===== src/design/fetchPkg.sv =====
// ========================================
// Shared types and constants for the fetch front end.
// There is a single credit pool
// ========================================
package fetchPkg;

    // ========================================
    // Word and field types
    // ========================================

    // Program address, byte granular
    typedef logic [31:0] addrWord;

    typedef logic [31:0] instrWord;

    // Signed byte offset for B and execute redirects
    typedef logic [15:0] imm16;

    // Major opcode, instruction bits 31 to 25
    typedef logic [6:0] opcodeField;

    // Micro-op number within one MUL expansion
    typedef logic [1:0] stepIndex;

    typedef logic [2:0] creditCount;

    // ========================================
    // Constants
    // ========================================

    localparam opcodeField opBranch = 7'b1100000;
    localparam opcodeField opNop    = 7'b1100100;
    localparam opcodeField opMul    = 7'b1010000;

    // Fixed shift-add run per MUL
    localparam int mulSteps = 4;

    // Sequential fetch stride
    localparam addrWord instrBytes = 32'd4;

    // Execute slots free after reset
    localparam creditCount creditMax = 3'd4;

    // ========================================
    // State and packet types
    // ========================================

    typedef enum logic [1:0] {
        seqIdle   = 2'd0,
        seqFilter = 2'd1,
        seqUcode  = 2'd2
    } seqState;

    typedef enum logic {
        kindInstr = 1'b0,
        kindMicro = 1'b1
    } issueKind;

    // Step is zero for plain instructions
    typedef struct packed {
        issueKind kind;
        addrWord  pc;
        instrWord instr;
        stepIndex step;
    } issuePacket;

endpackage


===== src/design/pcSequencer.sv =====
// ========================================
// Fetch happens only while issueReady is high. Override
// from execute wins over the fetched word
// ========================================
`timescale 1ns/100ps

module pcSequencer
    import fetchPkg::*;
(
    input  logic       clk,
    input  logic       rst,
    input  instrWord   fetchedInstruction,
    input  logic       exeOverride,
    input  imm16       exeData,
    input  logic       issueReady,
    input  logic       mulDone,
    output addrWord    programCounter,
    output logic       fetchTake,
    output logic       instrValid,
    output issuePacket instrPacket,
    output logic       mulStart,
    output instrWord   mulInstr
);

    seqState    state;
    seqState    stateNext;
    addrWord    pcNext;
    opcodeField opcode;
    imm16       branchImm;
    addrWord    branchOffset;
    addrWord    exeOffset;
    logic       isBranch;
    logic       isNop;
    logic       isMul;

    // ========================================
    // Decode
    // ========================================

    assign opcode    = fetchedInstruction[31:25];
    assign branchImm = fetchedInstruction[15:0];
    assign isBranch  = (opcode == opBranch);
    assign isNop     = (opcode == opNop);
    assign isMul     = (opcode == opMul);

    // Sign extended byte offsets
    assign branchOffset = {{16{branchImm[15]}}, branchImm};
    assign exeOffset    = {{16{exeData[15]}}, exeData};

    // Plain and B instructions go out with their own pc
    assign instrPacket = '{
        kind:  kindInstr,
        pc:    programCounter,
        instr: fetchedInstruction,
        step:  '0
    };

    // The microcode block latches this on mulStart
    assign mulInstr = fetchedInstruction;

    // ========================================
    // Next state and next PC
    // ========================================

    always_comb begin
        stateNext  = state;
        pcNext     = programCounter;
        fetchTake  = 1'b0;
        instrValid = 1'b0;
        mulStart   = 1'b0;

        case (state)
            seqIdle: begin
                stateNext = seqFilter;
            end

            seqFilter: begin
                // Nothing moves without a free credit
                if (issueReady) begin
                    fetchTake = 1'b1;
                    if (exeOverride) begin
                        // Squash this cycle's word
                        pcNext = programCounter + exeOffset;
                    end else if (isBranch) begin
                        pcNext     = programCounter + branchOffset;
                        instrValid = 1'b1;
                    end else if (isNop) begin
                        pcNext = programCounter + instrBytes;
                    end else if (isMul) begin
                        // PC stays on the MUL during expansion
                        mulStart  = 1'b1;
                        stateNext = seqUcode;
                    end else begin
                        pcNext     = programCounter + instrBytes;
                        instrValid = 1'b1;
                    end
                end
            end

            seqUcode: begin
                if (mulDone) begin
                    pcNext    = programCounter + instrBytes;
                    stateNext = seqFilter;
                end
            end

            default: begin
                stateNext = seqIdle;
            end
        endcase
    end

    always_ff @(posedge clk) begin
        if (rst) begin
            state          <= seqIdle;
            programCounter <= '0;
        end else begin
            state          <= stateNext;
            programCounter <= pcNext;
        end
    end

endmodule


===== src/design/mulMicrocode.sv =====
// ========================================
// One MUL at a time. The sequencer sends no mulStart
// while a run is in progress
// ========================================
`timescale 1ns/100ps

module mulMicrocode
    import fetchPkg::*;
(
    input  logic       clk,
    input  logic       rst,
    input  logic       mulStart,
    input  instrWord   mulInstr,
    input  addrWord    pc,
    input  logic       issueReady,
    output logic       microValid,
    output issuePacket microPacket,
    output logic       mulDone
);

    logic     active;
    stepIndex step;
    logic     lastStep;
    instrWord mulWord;
    addrWord  mulPc;

    assign lastStep = (step == stepIndex'(mulSteps - 1));

    // One micro-op offered per cycle while active
    assign microValid = active;
    assign microPacket = '{
        kind:  kindMicro,
        pc:    mulPc,
        instr: mulWord,
        step:  step
    };

    // Same cycle as acceptance of the last step
    assign mulDone = active && issueReady && lastStep;

    // ========================================
    // Step counter
    // ========================================

    always_ff @(posedge clk) begin
        if (rst) begin
            active <= 1'b0;
            step   <= '0;
        end else if (mulStart && !active) begin
            active <= 1'b1;
            step   <= '0;
        end else if (active && issueReady) begin
            step <= step + stepIndex'(1);
            if (lastStep) begin
                active <= 1'b0;
            end
        end
    end

    // MUL word and its pc hold for the whole run
    always_ff @(posedge clk) begin
        if (mulStart && !active) begin
            mulWord <= mulInstr;
            mulPc   <= pc;
        end
    end

endmodule


===== src/design/issueMerge.sv =====
// ========================================
// Single credit pool capped at creditMax. A credit
// returned this cycle can be spent this cycle
// ========================================
`timescale 1ns/100ps

module issueMerge
    import fetchPkg::*;
(
    input  logic       clk,
    input  logic       rst,
    input  logic       instrValid,
    input  issuePacket instrPacket,
    input  logic       microValid,
    input  issuePacket microPacket,
    input  logic       creditReturn,
    output logic       issueReady,
    output logic       issueValid,
    output issuePacket issueOut
);

    creditCount credits;
    creditCount creditsAfterReturn;
    creditCount creditsNext;
    logic       accept;
    issuePacket selected;

    // ========================================
    // Credit accounting
    // ========================================

    // Returned credit counts before the ready decision
    assign creditsAfterReturn = creditReturn ? credits + creditCount'(1) : credits;

    assign issueReady = (creditsAfterReturn != '0);

    // Microcode has priority over plain instructions
    assign accept   = issueReady && (microValid || instrValid);
    assign selected = microValid ? microPacket : instrPacket;

    always_comb begin
        creditsNext = creditsAfterReturn;
        if (accept) begin
            creditsNext = creditsNext - creditCount'(1);
        end
        // Stray returns beyond the pool are dropped
        if (creditsNext > creditMax) begin
            creditsNext = creditMax;
        end
    end

    // ========================================
    // Issue register
    // ========================================

    always_ff @(posedge clk) begin
        if (rst) begin
            credits    <= creditMax;
            issueValid <= 1'b0;
        end else begin
            credits    <= creditsNext;
            issueValid <= accept;
        end
    end

    // Payload loads only on accept
    always_ff @(posedge clk) begin
        if (accept) begin
            issueOut <= selected;
        end
    end

endmodule


===== src/design/fetchFrontEnd.sv =====
// ========================================
// Instruction memory and execute are outside. The memory
// must answer combinationally for programCounter
// ========================================
`timescale 1ns/100ps

module fetchFrontEnd
    import fetchPkg::*;
(
    input  logic       clk,
    input  logic       rst,
    input  instrWord   fetchedInstruction,
    input  logic       exeOverride,
    input  imm16       exeData,
    input  logic       creditReturn,
    output addrWord    programCounter,
    output logic       fetchTake,
    output logic       issueValid,
    output issuePacket issueOut
);

    // Links between the three blocks
    logic       issueReady;
    logic       instrValid;
    issuePacket instrPacket;
    logic       mulStart;
    instrWord   mulInstr;
    logic       mulDone;
    logic       microValid;
    issuePacket microPacket;

    pcSequencer seq0 (
        .clk                (clk),
        .rst                (rst),
        .fetchedInstruction (fetchedInstruction),
        .exeOverride        (exeOverride),
        .exeData            (exeData),
        .issueReady         (issueReady),
        .mulDone            (mulDone),
        .programCounter     (programCounter),
        .fetchTake          (fetchTake),
        .instrValid         (instrValid),
        .instrPacket        (instrPacket),
        .mulStart           (mulStart),
        .mulInstr           (mulInstr)
    );

    // PC holds on the MUL, so it doubles as the micro-op pc
    mulMicrocode ucode0 (
        .clk         (clk),
        .rst         (rst),
        .mulStart    (mulStart),
        .mulInstr    (mulInstr),
        .pc          (programCounter),
        .issueReady  (issueReady),
        .microValid  (microValid),
        .microPacket (microPacket),
        .mulDone     (mulDone)
    );

    issueMerge merge0 (
        .clk          (clk),
        .rst          (rst),
        .instrValid   (instrValid),
        .instrPacket  (instrPacket),
        .microValid   (microValid),
        .microPacket  (microPacket),
        .creditReturn (creditReturn),
        .issueReady   (issueReady),
        .issueValid   (issueValid),
        .issueOut     (issueOut)
    );

endmodule


===== config.mk =====
export PLATFORM = sky130hd
export DESIGN_NAME = fetchFrontEnd
export DESIGN_NICKNAME = d
export VERILOG_FILES = /design/src/design/fetchPkg.sv /design/src/design/pcSequencer.sv /design/src/design/mulMicrocode.sv /design/src/design/issueMerge.sv /design/src/design/fetchFrontEnd.sv
export SDC_FILE = /design/constraint.sdc
export NUM_CORES = 1
export LEC_CHECK = 0
export BUFFER_PORTS_ARGS = -buffer_cell sky130_fd_sc_hd__buf_2
export CAP_MARGIN = 5
export CORE_ASPECT_RATIO = 1.2
export CORE_MARGIN = 4
export CORE_UTILIZATION = 55
export DETAILED_ROUTE_END_ITERATION = 12
export PLACE_DENSITY = 0.77
export SETUP_SLACK_MARGIN = 0.05
export SYNTH_ARGS = -nofsm -noshare
export SYNTH_HDL_FRONTEND = slang
export SYNTH_SLANG_ARGS = --single-unit

===== constraint.sdc =====
create_clock -name clk -period 7.5 [get_ports clk]
set_input_delay 1.5 -clock clk [delete_from_list [all_inputs] [get_ports clk]]
set_output_delay 1.5 -clock clk [all_outputs]
set_load 0.005 [all_outputs]

==> results.json, run 1 <==
{
  "dieArea_mm2": 0.02176,
  "initial_core_util": 0.5632,
  "tritoncts": "done",
  "ys_warn_count": 0,
  "cts_buffers": 17,
  "drive_above_1_share": 0.2316,
  "max-vdd-ir-drop_v": 0.0001580,
  "routedWlPerCell_um": 19.51,
  "finalCritPeriodShare": 0.5533,
  "syn-cell-area_mm2": 0.01070,
  "post_cts_resized": 0,
  "power.density_mw_per_mm2": 213.4,
  "ys_ff_latch": 172,
  "hpwl_mm": 20.69,
  "dp.cells": 1420,
  "mostFrequentLayoutCells": "buf_2, edfxtp_1, nand2_1, a21oi_1, nor2_1",
  "required_ns": 6.00,
  "dr.pass1.iters": 6,
  "cts_setup_buffers": 0,
  "async_flop_share": 0,
  "tightest_slew_ns": 1.017,
  "clk_latency_ns": 0.43,
  "cellLeakagePower_nw": 4.895,
  "arrival_ns": 2.65,
  "max_stage_delay_ns": 0.35,
  "finalCriticalPeriod_ns": 4.150,
  "finalPower_mw": 2.618,
  "regArea_mm2": 0.004758,
  "viasPerCell": 6.098,
  "end_kind": "output port",
  "grt_pass1_wl_mm": 44.66,
  "wl_mm": 28.33,
  "final_util": 0.6460,
  "layoutNonFillerInstCount": 1452,
  "drv_cap": 0,
  "slew_headroom": 0.3220,
  "clk_path_buf_depth": 2,
  "area_delta_synth_final_pct": 14.69,
  "drt_iter0_drc": 824,
  "die_w_um": 135.3,
  "placed_area_mm2": 0.01166,
  "ys_types": 80,
  "portBuffers": 152,
  "seq_area_frac_synth": 0.4444,
  "cp-start-kind": "primary input",
  "hp-class": "register to register",
  "fillerInstances": 1548,
  "diodes": 0,
  "htreeDepth": 4,
  "critPathKind": "primary input to output port",
  "max_freq_ghz": 0.2410,
  "cp_max_fo": 8,
  "synth_edf_count": 131,
  "crit_chain": "buf_2 -> xnor2_1 -> ha_1 -> ha_1 -> nor2_1 -> buf_2",
  "grt.total_usage": 0.2592,
  "status": "finished clean",
  "final-setup-viol-count": 0,
  "synth-main-ff-cell": "edfxtp_1",
  "slowest_stage": "ha_1",
  "rsz0062_at_grt": "no",
  "final.setup.tns_ns": 0,
  "route.vias.total": 8855,
  "grt_start_max_net_pins": 80,
  "ios": 153,
  "finalInstanceArea_mm2": 0.01227,
  "ant_nets": 0,
  "grt_pass1_vias": 8475,
  "routabilityCongestion": 0.9234,
  "grt_antenna_before_repair": 0,
  "coreArea_mm2": 0.01899,
  "clk_pin_slew_ns": 0.07,
  "hold_viol_final": 0,
  "rows": 55,
  "route.detailed.drc": 0,
  "cts.sinks": 172,
  "critPathTopFamily": "adder cells",
  "syn_inst": 1045,
  "cts_root_buf": "clkbuf_16",
  "die_y_um": 160.8,
  "final_nets": 1308,
  "worst-path-buf-inv": 2,
  "drv_slew": 0,
  "final_common_cell": "buf_2",
  "synth_nets": 1170,
  "cts_hold_buf": 0,
  "fin_skew_ns": 0.008266,
  "grt-ovfl-total": 0,
  "syn_avg_cell_area_um2": 10.24,
  "multi_input_area_mm2": 0.005690
}
## tightest hold or removal path, delay by kind of cell, from the launching register on
family / cells / cell delay, ns
DFF: 1 / 0.35
and+or+nand+nor: 1 / 0.07
AOI/OAI and AO/OA: 1 / 0.05
## registers in the layout (all words and copies together) (netlist names)
| signal | count |
|---|---|
| seq0.programCounter | 32 |
| ucode0.mulPc | 32 |
| merge0.issueOut | 67 |
| merge0.credits | 3 |
| seq0.state | 2 |
| ucode0.step | 2 |
| ucode0.microValid | 1 |
| merge0.issueValid | 1 |
| ucode0.mulWord | 32 |
## cell usage after synthesis, types with 5 or more instances
cell type  number  area [um2]
nor4_1          7       43.79
nor3b_1         6       45.04
xnor2_1        30       262.8
o22ai_1        12       75.07
and2_1          7       43.79
nand2b_1        8       50.05
a31oi_1         9       56.30
dfxtp_1        41       820.8
or3_1           6       37.54
a211o_1         6       52.55
a221oi_1        6       52.55
nor2_1         74       277.8
mux2i_1         5       50.05
edfxtp_1      131        3934
o211ai_1        5       37.54
o21a_1         12       90.09
o21bai_1        5       37.54
a211oi_1       15       112.6
o21ai_1         7       35.03
o221ai_1        6       52.55
xor2_1         25       219.0
and3_1         11       68.82
ha_1           71       888.4
nand3_1        35       175.2
o21ai_0        63       315.3
o31ai_1         7       52.55
a21oi_1        89       445.4
clkbuf_1       22       82.58
inv_1          28       105.1
nand2_1        89       334.1
nor2b_1        10       62.56
a21o_1         20       150.1
mux2_2         60       675.7
nand4_1         8       50.05
nor3_1         23       115.1
buf_1           6       22.52
o31a_1          5       43.79
## logic make-up after synthesis
kind of cell,after synthesis,synth area share
AOI/OAI and AO/OA,312,0.1920
and+or+nand+nor,304,0.1388
DFF,172,0.4444
adders and majority gates,73,0.08678
muxes,65,0.06784
buffers and inverters,64,0.02503
xor gates and xnor gates,55,0.04503
## metrics by stage
step | hold WS (ns) | setup slack, ns
after floorplan | 0.4064 | 1.458
after global placement | 0.4820 | 3.126
after detailed placement | 0.5026 | 3.080
after CTS | 0.5117 | 3.347
after global routing | 0.5620 | 3.251
final | 0.5073 | 3.350
## per-layer routing
| layer | GRT usage | share of wire | routed length (um) | up-vias |
|---|---|---|---|---|
| li1 | - | - | - | 4271 |
| met1 | 0.3365 | 0.41 | 11550 | 4178 |
| met2 | 0.4423 | 0.49 | 13980 | 356 |
| met3 | 0.04355 | 0.075 | 2123 | 50 |
| met4 | 0.08203 | 0.024 | 686 | 0 |
| met5 | 0 | 0 | 0 | - |
## worst paths after layout
| kind | startpoint | end | slack (ns) | cells past startpoint |
|---|---|---|---|---|
| hold reg to reg | seq0.state[0] | seq0.state[0] | 0.51 | 2 |
| setup reg to reg | merge0.credits[0] | seq0.programCounter[30] | 4.16 | 14 |
| hold / removal | seq0.state[0] | seq0.state[0] | 0.51 | 2 |
| setup / recovery | creditReturn | fetchTake | 3.35 | 6 |
## power breakdown
group / internal (mW) / switching, mW / leakage (nW)
sequential: 1.08 / 0.0637 / 1.54
clock: 0.455 / 0.433 / 0.297
combinational: 0.244 / 0.346 / 3.06
## area by class of cell
type                            count  share of cell area
Timing Repair Buffer              155             0.06384
Inverter                           28            0.008566
Clock inverter                     15             0.01519
Tap cell                          256             0.02611
Multi-Input combinational cell    809              0.4638
Clock buffer                       17             0.03467
Sequential cell                   172              0.3878
(Power assumes the default switching activity.)
==> inputs of run 2 (changes only) <==
==> constraint.sdc (replaced) <==
create_clock -name clk -period 4.33 [get_ports clk]
set_input_delay 0.866 -clock clk [delete_from_list [all_inputs] [get_ports clk]]
set_output_delay 0.866 -clock clk [all_outputs]
set_load 0.005 [all_outputs]
==> results.json, run 2 (same netlist as run 1, synthesis figures left out) <==
{
  "drive_above_1_share": 0.2380,
  "rsz0062_at_grt": "no",
  "post_cts_resized": 0,
  "cts_setup_buffers": 0,
  "die_y_um": 160.8,
  "clock_power_share": 0.340,
  "dr.pass1.iters": 7,
  "final_util": 0.6503,
  "grt_pass1_vias": 8718,
  "routabilityCongestion": 0.9638,
  "dp.cells": 1430,
  "top_register": "merge0.issueOut",
  "p_int_mw": 3.077,
  "finalPower_mw": 4.546,
  "tritoncts": "done",
  "initial_core_util": 0.5632,
  "p_sw_frac": 0.3232,
  "pwr-share-comb": 0.228,
  "route.detailed.drc": 0,
  "dieArea_mm2": 0.02176,
  "critPathTopFamily": "compound AO/OA/AOI/OAI gates",
  "critPathKind": "primary input to register",
  "routedWlPerCell_um": 19.70,
  "cts.sinks": 172,
  "p_seq_frac": 0.432,
  "grt.met3_usage": 0.04856,
  "grt_start_max_net_pins": 78,
  "mostFrequentLayoutCells": "buf_2, edfxtp_1, nand2_1, a21oi_1, nor2_1",
  "final_common_cell": "buf_2",
  "hold_viol_final": 0,
  "clk_path_buf_depth": 2,
  "largest_reg_flops": 67,
  "arrival_ns": 3.59,
  "htreeDepth": 4,
  "grt.total_usage": 0.2634,
  "clk_pin_slew_ns": 0.08,
  "viasPerCell": 6.183,
  "route.vias.total": 9039,
  "grt_pass1_wl_mm": 45.77,
  "wl_mm": 28.80,
  "clk_latency_ns": 0.45,
  "finalCriticalPeriod_ns": 3.282,
  "cellLeakagePower_nw": 4.942,
  "required_ns": 4.64,
  "slowest_stage": "buf_2",
  "end_kind": "register",
  "status": "finished clean",
  "final-setup-viol-count": 0,
  "fin_skew_ns": 0.01001,
  "drv_slew": 0,
  "tightest_slew_ns": 1.063,
  "worst-path-buf-inv": 1,
  "area_delta_synth_final_pct": 15.46,
  "portBuffers": 152,
  "ant_nets": 0,
  "grt-ovfl-total": 0,
  "met2_usage": 0.4318,
  "rows": 55,
  "hp-class": "register to register",
  "die_w_um": 135.3,
  "slew_headroom": 0.2910,
  "max-vdd-ir-drop_v": 0.0002977,
  "p_sw_mw": 1.469,
  "cpMostUsedCell": "a21oi_1",
  "max_stage_delay_ns": 0.37,
  "final_nets": 1318,
  "drt_iter0_drc": 1010,
  "grtUsageMet1": 0.3459,
  "finalCritPeriodShare": 0.7580,
  "ios": 153,
  "layoutNonFillerInstCount": 1462,
  "globalRoute.busiestLayer": "met2",
  "hpwl_mm": 20.57,
  "cp-start-kind": "primary input",
  "final.setup.tns_ns": 0,
  "power.density_mw_per_mm2": 368.0,
  "cts_buffers": 17,
  "crit_chain": "buf_2 -> ha_1 -> a21oi_1 -> o21ai_0 -> a221oi_1 -> nor2b_1 -> o31ai_2 -> a21boi_1 -> or3_1 -> a21oi_1 -> o41ai_2",
  "cts_hold_buf": 0,
  "diodes": 0,
  "grt_antenna_before_repair": 0,
  "cts_root_buf": "clkbuf_16",
  "coreArea_mm2": 0.01899,
  "max_freq_ghz": 0.3047,
  "cp_max_fo": 19,
  "drv_cap": 0
}
## run 2: cell count changes in the layout (fill, tap and decap cells not counted), sizes merged
cell,change
clkinv,-3
inv,+1
buf,+10
clkinvlp,+2
## run 2: per-stage QoR
step           area [um2]  setup WS [ns]  hold WS, ns
6_report            12350          1.048       0.5034
3_3_place_gp        11760         0.7426       0.4845
3_5_place_dp        11760         0.6772       0.4865
2_1_floorplan       10700         0.1465       0.4064
5_1_grt             12350         0.8879       0.5295
4_1_cts             12350          1.131       0.5014
## run 2: worst paths after layout
path | end | startpoint | cells past startpoint | slack [ns]
setup / recovery | seq0.programCounter[27] | fetchedInstruction[15] | 11 | 1.05
hold / removal | seq0.state[0] | seq0.state[0] | 2 | 0.50
setup reg to reg | seq0.programCounter[27] | seq0.programCounter[5] | 10 | 1.08
hold reg to reg | seq0.state[0] | seq0.state[0] | 2 | 0.50
## run 2: power by group through the flow
stage                     Combinational, mW  Clock, mW  Sequential [mW]
after global placement                0.997          0             2.00
after CTS                              1.02       1.56             1.96
after floorplan                       0.707          0             1.98
final                                  1.04       1.54             1.97
after global routing                   1.14       1.64             1.98
after detailed placement               1.01          0             2.00
## run 2: worst register-to-register path: cells and delay by family, from the launching register on
kind                       cells  cell delay, ns
and+or+nand+nor                1            0.31
DFF                            1            0.57
AOI/OAI and AO/OA              8            1.87
adders and majority gates      1            0.37
## run 2: routing by layer
| metal | wire, um | part of all wire | vias to the layer above |
|---|---|---|---|
| li1 | - | - | 4283 |
| met1 | 11740 | 0.41 | 4234 |
| met2 | 13770 | 0.48 | 431 |
| met3 | 2199 | 0.076 | 91 |
| met4 | 1080 | 0.038 | 0 |
| met5 | 0 | 0 | - |
## run 2: layout make-up
cell class,count,area (um2)
Clock buffer,17,425.4
Clock inverter,15,168.9
Fill cell,1541,6641
Inverter,28,105.1
Multi-Input combinational cell,809,5690
Sequential cell,172,4758
Tap cell,256,320.3
Timing Repair Buffer,165,883.3
==> inputs of run 3 (changes only) <==
==> constraint.sdc (replaced) <==
create_clock -name clk -period 3.43 [get_ports clk]
set_input_delay 0.686 -clock clk [delete_from_list [all_inputs] [get_ports clk]]
set_output_delay 0.686 -clock clk [all_outputs]
set_load 0.005 [all_outputs]
==> results.json, run 3 (same netlist as run 1, synthesis figures left out) <==
{
  "critPathKind": "register to register",
  "routabilityCongestion": 1.017,
  "tritoncts": "done",
  "mostFrequentLayoutCells": "buf_2, edfxtp_1, nand2_1, a21oi_1, nor2_1",
  "portBuffers": 152,
  "htreeDepth": 4,
  "post_cts_resized": 0,
  "required_ns": 3.74,
  "power.density_mw_per_mm2": 455.8,
  "finalInstanceArea_mm2": 0.01269,
  "cp-start-kind": "register",
  "final_nets": 1362,
  "dp.cells": 1474,
  "dieArea_mm2": 0.02176,
  "ant_nets": 0,
  "route.vias.total": 9288,
  "cts_hold_buf": 0,
  "pwr-share-comb": 0.240,
  "wl_mm": 29.23,
  "tightest_slew_ns": 0.9765,
  "end_kind": "register",
  "drv_slew": 0,
  "dr.pass1.iters": 6,
  "p_int_mw": 3.924,
  "grt_pass1_vias": 8865,
  "whs_ns": 0.4293,
  "top_register": "merge0.issueOut",
  "grt.total_usage": 0.2686,
  "p_sw_frac": 0.3216,
  "cts_root_buf": "clkbuf_16",
  "grt-ovfl-total": 0,
  "max-vdd-ir-drop_v": 0.0003787,
  "final_common_cell": "buf_2",
  "viasPerCell": 6.167,
  "drt_iter0_drc": 894,
  "hold_viol_final": 0,
  "grt_start_max_net_pins": 79,
  "finalCritPeriodShare": 0.9033,
  "slew_headroom": 0.3440,
  "route.detailed.drc": 0,
  "status": "finished clean",
  "die_y_um": 160.8,
  "final-setup-viol-count": 0,
  "diodes": 0,
  "cellLeakagePower_nw": 5.158,
  "routedWlPerCell_um": 19.41,
  "grt_antenna_before_repair": 0,
  "max_freq_ghz": 0.3227,
  "clk_latency_ns": 0.45,
  "fin_skew_ns": 0.01437,
  "ios": 153,
  "clock_power_share": 0.335,
  "largest_reg_flops": 67,
  "drive_above_1_share": 0.2648,
  "coreArea_mm2": 0.01899,
  "max_stage_delay_ns": 0.58,
  "hp-class": "primary input to register",
  "cts_setup_buffers": 0,
  "rsz0062_at_grt": "no",
  "arrival_ns": 3.41,
  "rows": 55,
  "hpwl_mm": 21.68,
  "p_seq_frac": 0.425,
  "crit_chain": "ha_1 -> o21a_1 -> a21oi_1 -> o21bai_2 -> o211a_1 -> o31ai_2 -> a21boi_1 -> or3_1 -> a21oi_1 -> o41ai_2",
  "finalCriticalPeriod_ns": 3.098,
  "cpMostUsedCell": "a21oi_1",
  "initial_core_util": 0.5632,
  "cp_max_fo": 11,
  "grt_pass1_wl_mm": 46.55,
  "area_delta_synth_final_pct": 18.62,
  "cts_buffers": 17,
  "cts.sinks": 172,
  "clk_path_buf_depth": 2,
  "layoutNonFillerInstCount": 1506,
  "clk_pin_slew_ns": 0.08,
  "drv_cap": 0,
  "p_sw_mw": 1.860,
  "final.setup.tns_ns": 0,
  "die_w_um": 135.3,
  "slowest_stage": "dfxtp_1",
  "placed_area_mm2": 0.01209
}
## run 3: cell types whose count changed in the layout (fill, tap and decap cells not counted)
| cell | change |
|---|---|
| inv_12 | -1 |
| inv_8 | -3 |
| clkinv_8 | +3 |
| inv_6 | +1 |
| buf_4 | +44 |
## run 3: stage by stage
stage,power (mW),setup slack (ns),utilization
6_report,5.784,0.3316,0.6681
5_1_grt,6.052,0.1497,0.6681
4_1_cts,5.787,0.3660,0.6681
3_5_place_dp,3.858,0.1184,0.6364
3_3_place_gp,3.839,0.1510,0.6364
2_1_floorplan,3.387,0.2245,-
## run 3: layout make-up
class / count / area (um2)
clock buffers: 17 / 425.4
multi-input cells: 809 / 5690
well taps: 256 / 320.3
inverters: 28 / 105.1
flip-flops and latches: 172 / 4758
clock inverters: 15 / 176.4
fillers: 1541 / 6304
repair buffers: 209 / 1214
## run 3: metal layers
metal | vias to the layer above | part of all wire | global-route usage
met3 | 70 | 0.073 | 0.04355
met1 | 4421 | 0.41 | 0.3521
li1 | 4392 | - | -
met2 | 405 | 0.49 | 0.4597
met4 | 0 | 0.023 | 0.07654
met5 | - | 0 | 0
## run 3: power groups by stage
stage	registers (mW)	clock network (mW)	logic (mW)
6_report	2.46	1.94	1.39
5_1_grt	2.47	2.05	1.53
4_1_cts	2.45	1.96	1.37
3_5_place_dp	2.50	0	1.36
3_3_place_gp	2.50	0	1.34
2_1_floorplan	2.49	0	0.893
## run 3: final timing paths
path	start	end	slack, ns	cells past startpoint
setup reg to reg	seq0.programCounter[2]	seq0.programCounter[27]	0.33	10
setup / recovery	seq0.programCounter[2]	seq0.programCounter[27]	0.33	10
hold reg to reg	seq0.state[0]	seq0.state[0]	0.50	2
hold / removal	fetchedInstruction[19]	ucode0.mulWord[19]	0.43	1
## run 3: critical path, delay by kind of cell (launching register included)
| kind | cells | cell delay, ns |
|---|---|---|
| AND/OR/NAND/NOR | 1 | 0.31 |
| AO/OA/AOI/OAI | 8 | 1.73 |
| flip-flops | 1 | 0.58 |
| adder cells (fa/ha/maj) | 1 | 0.35 |
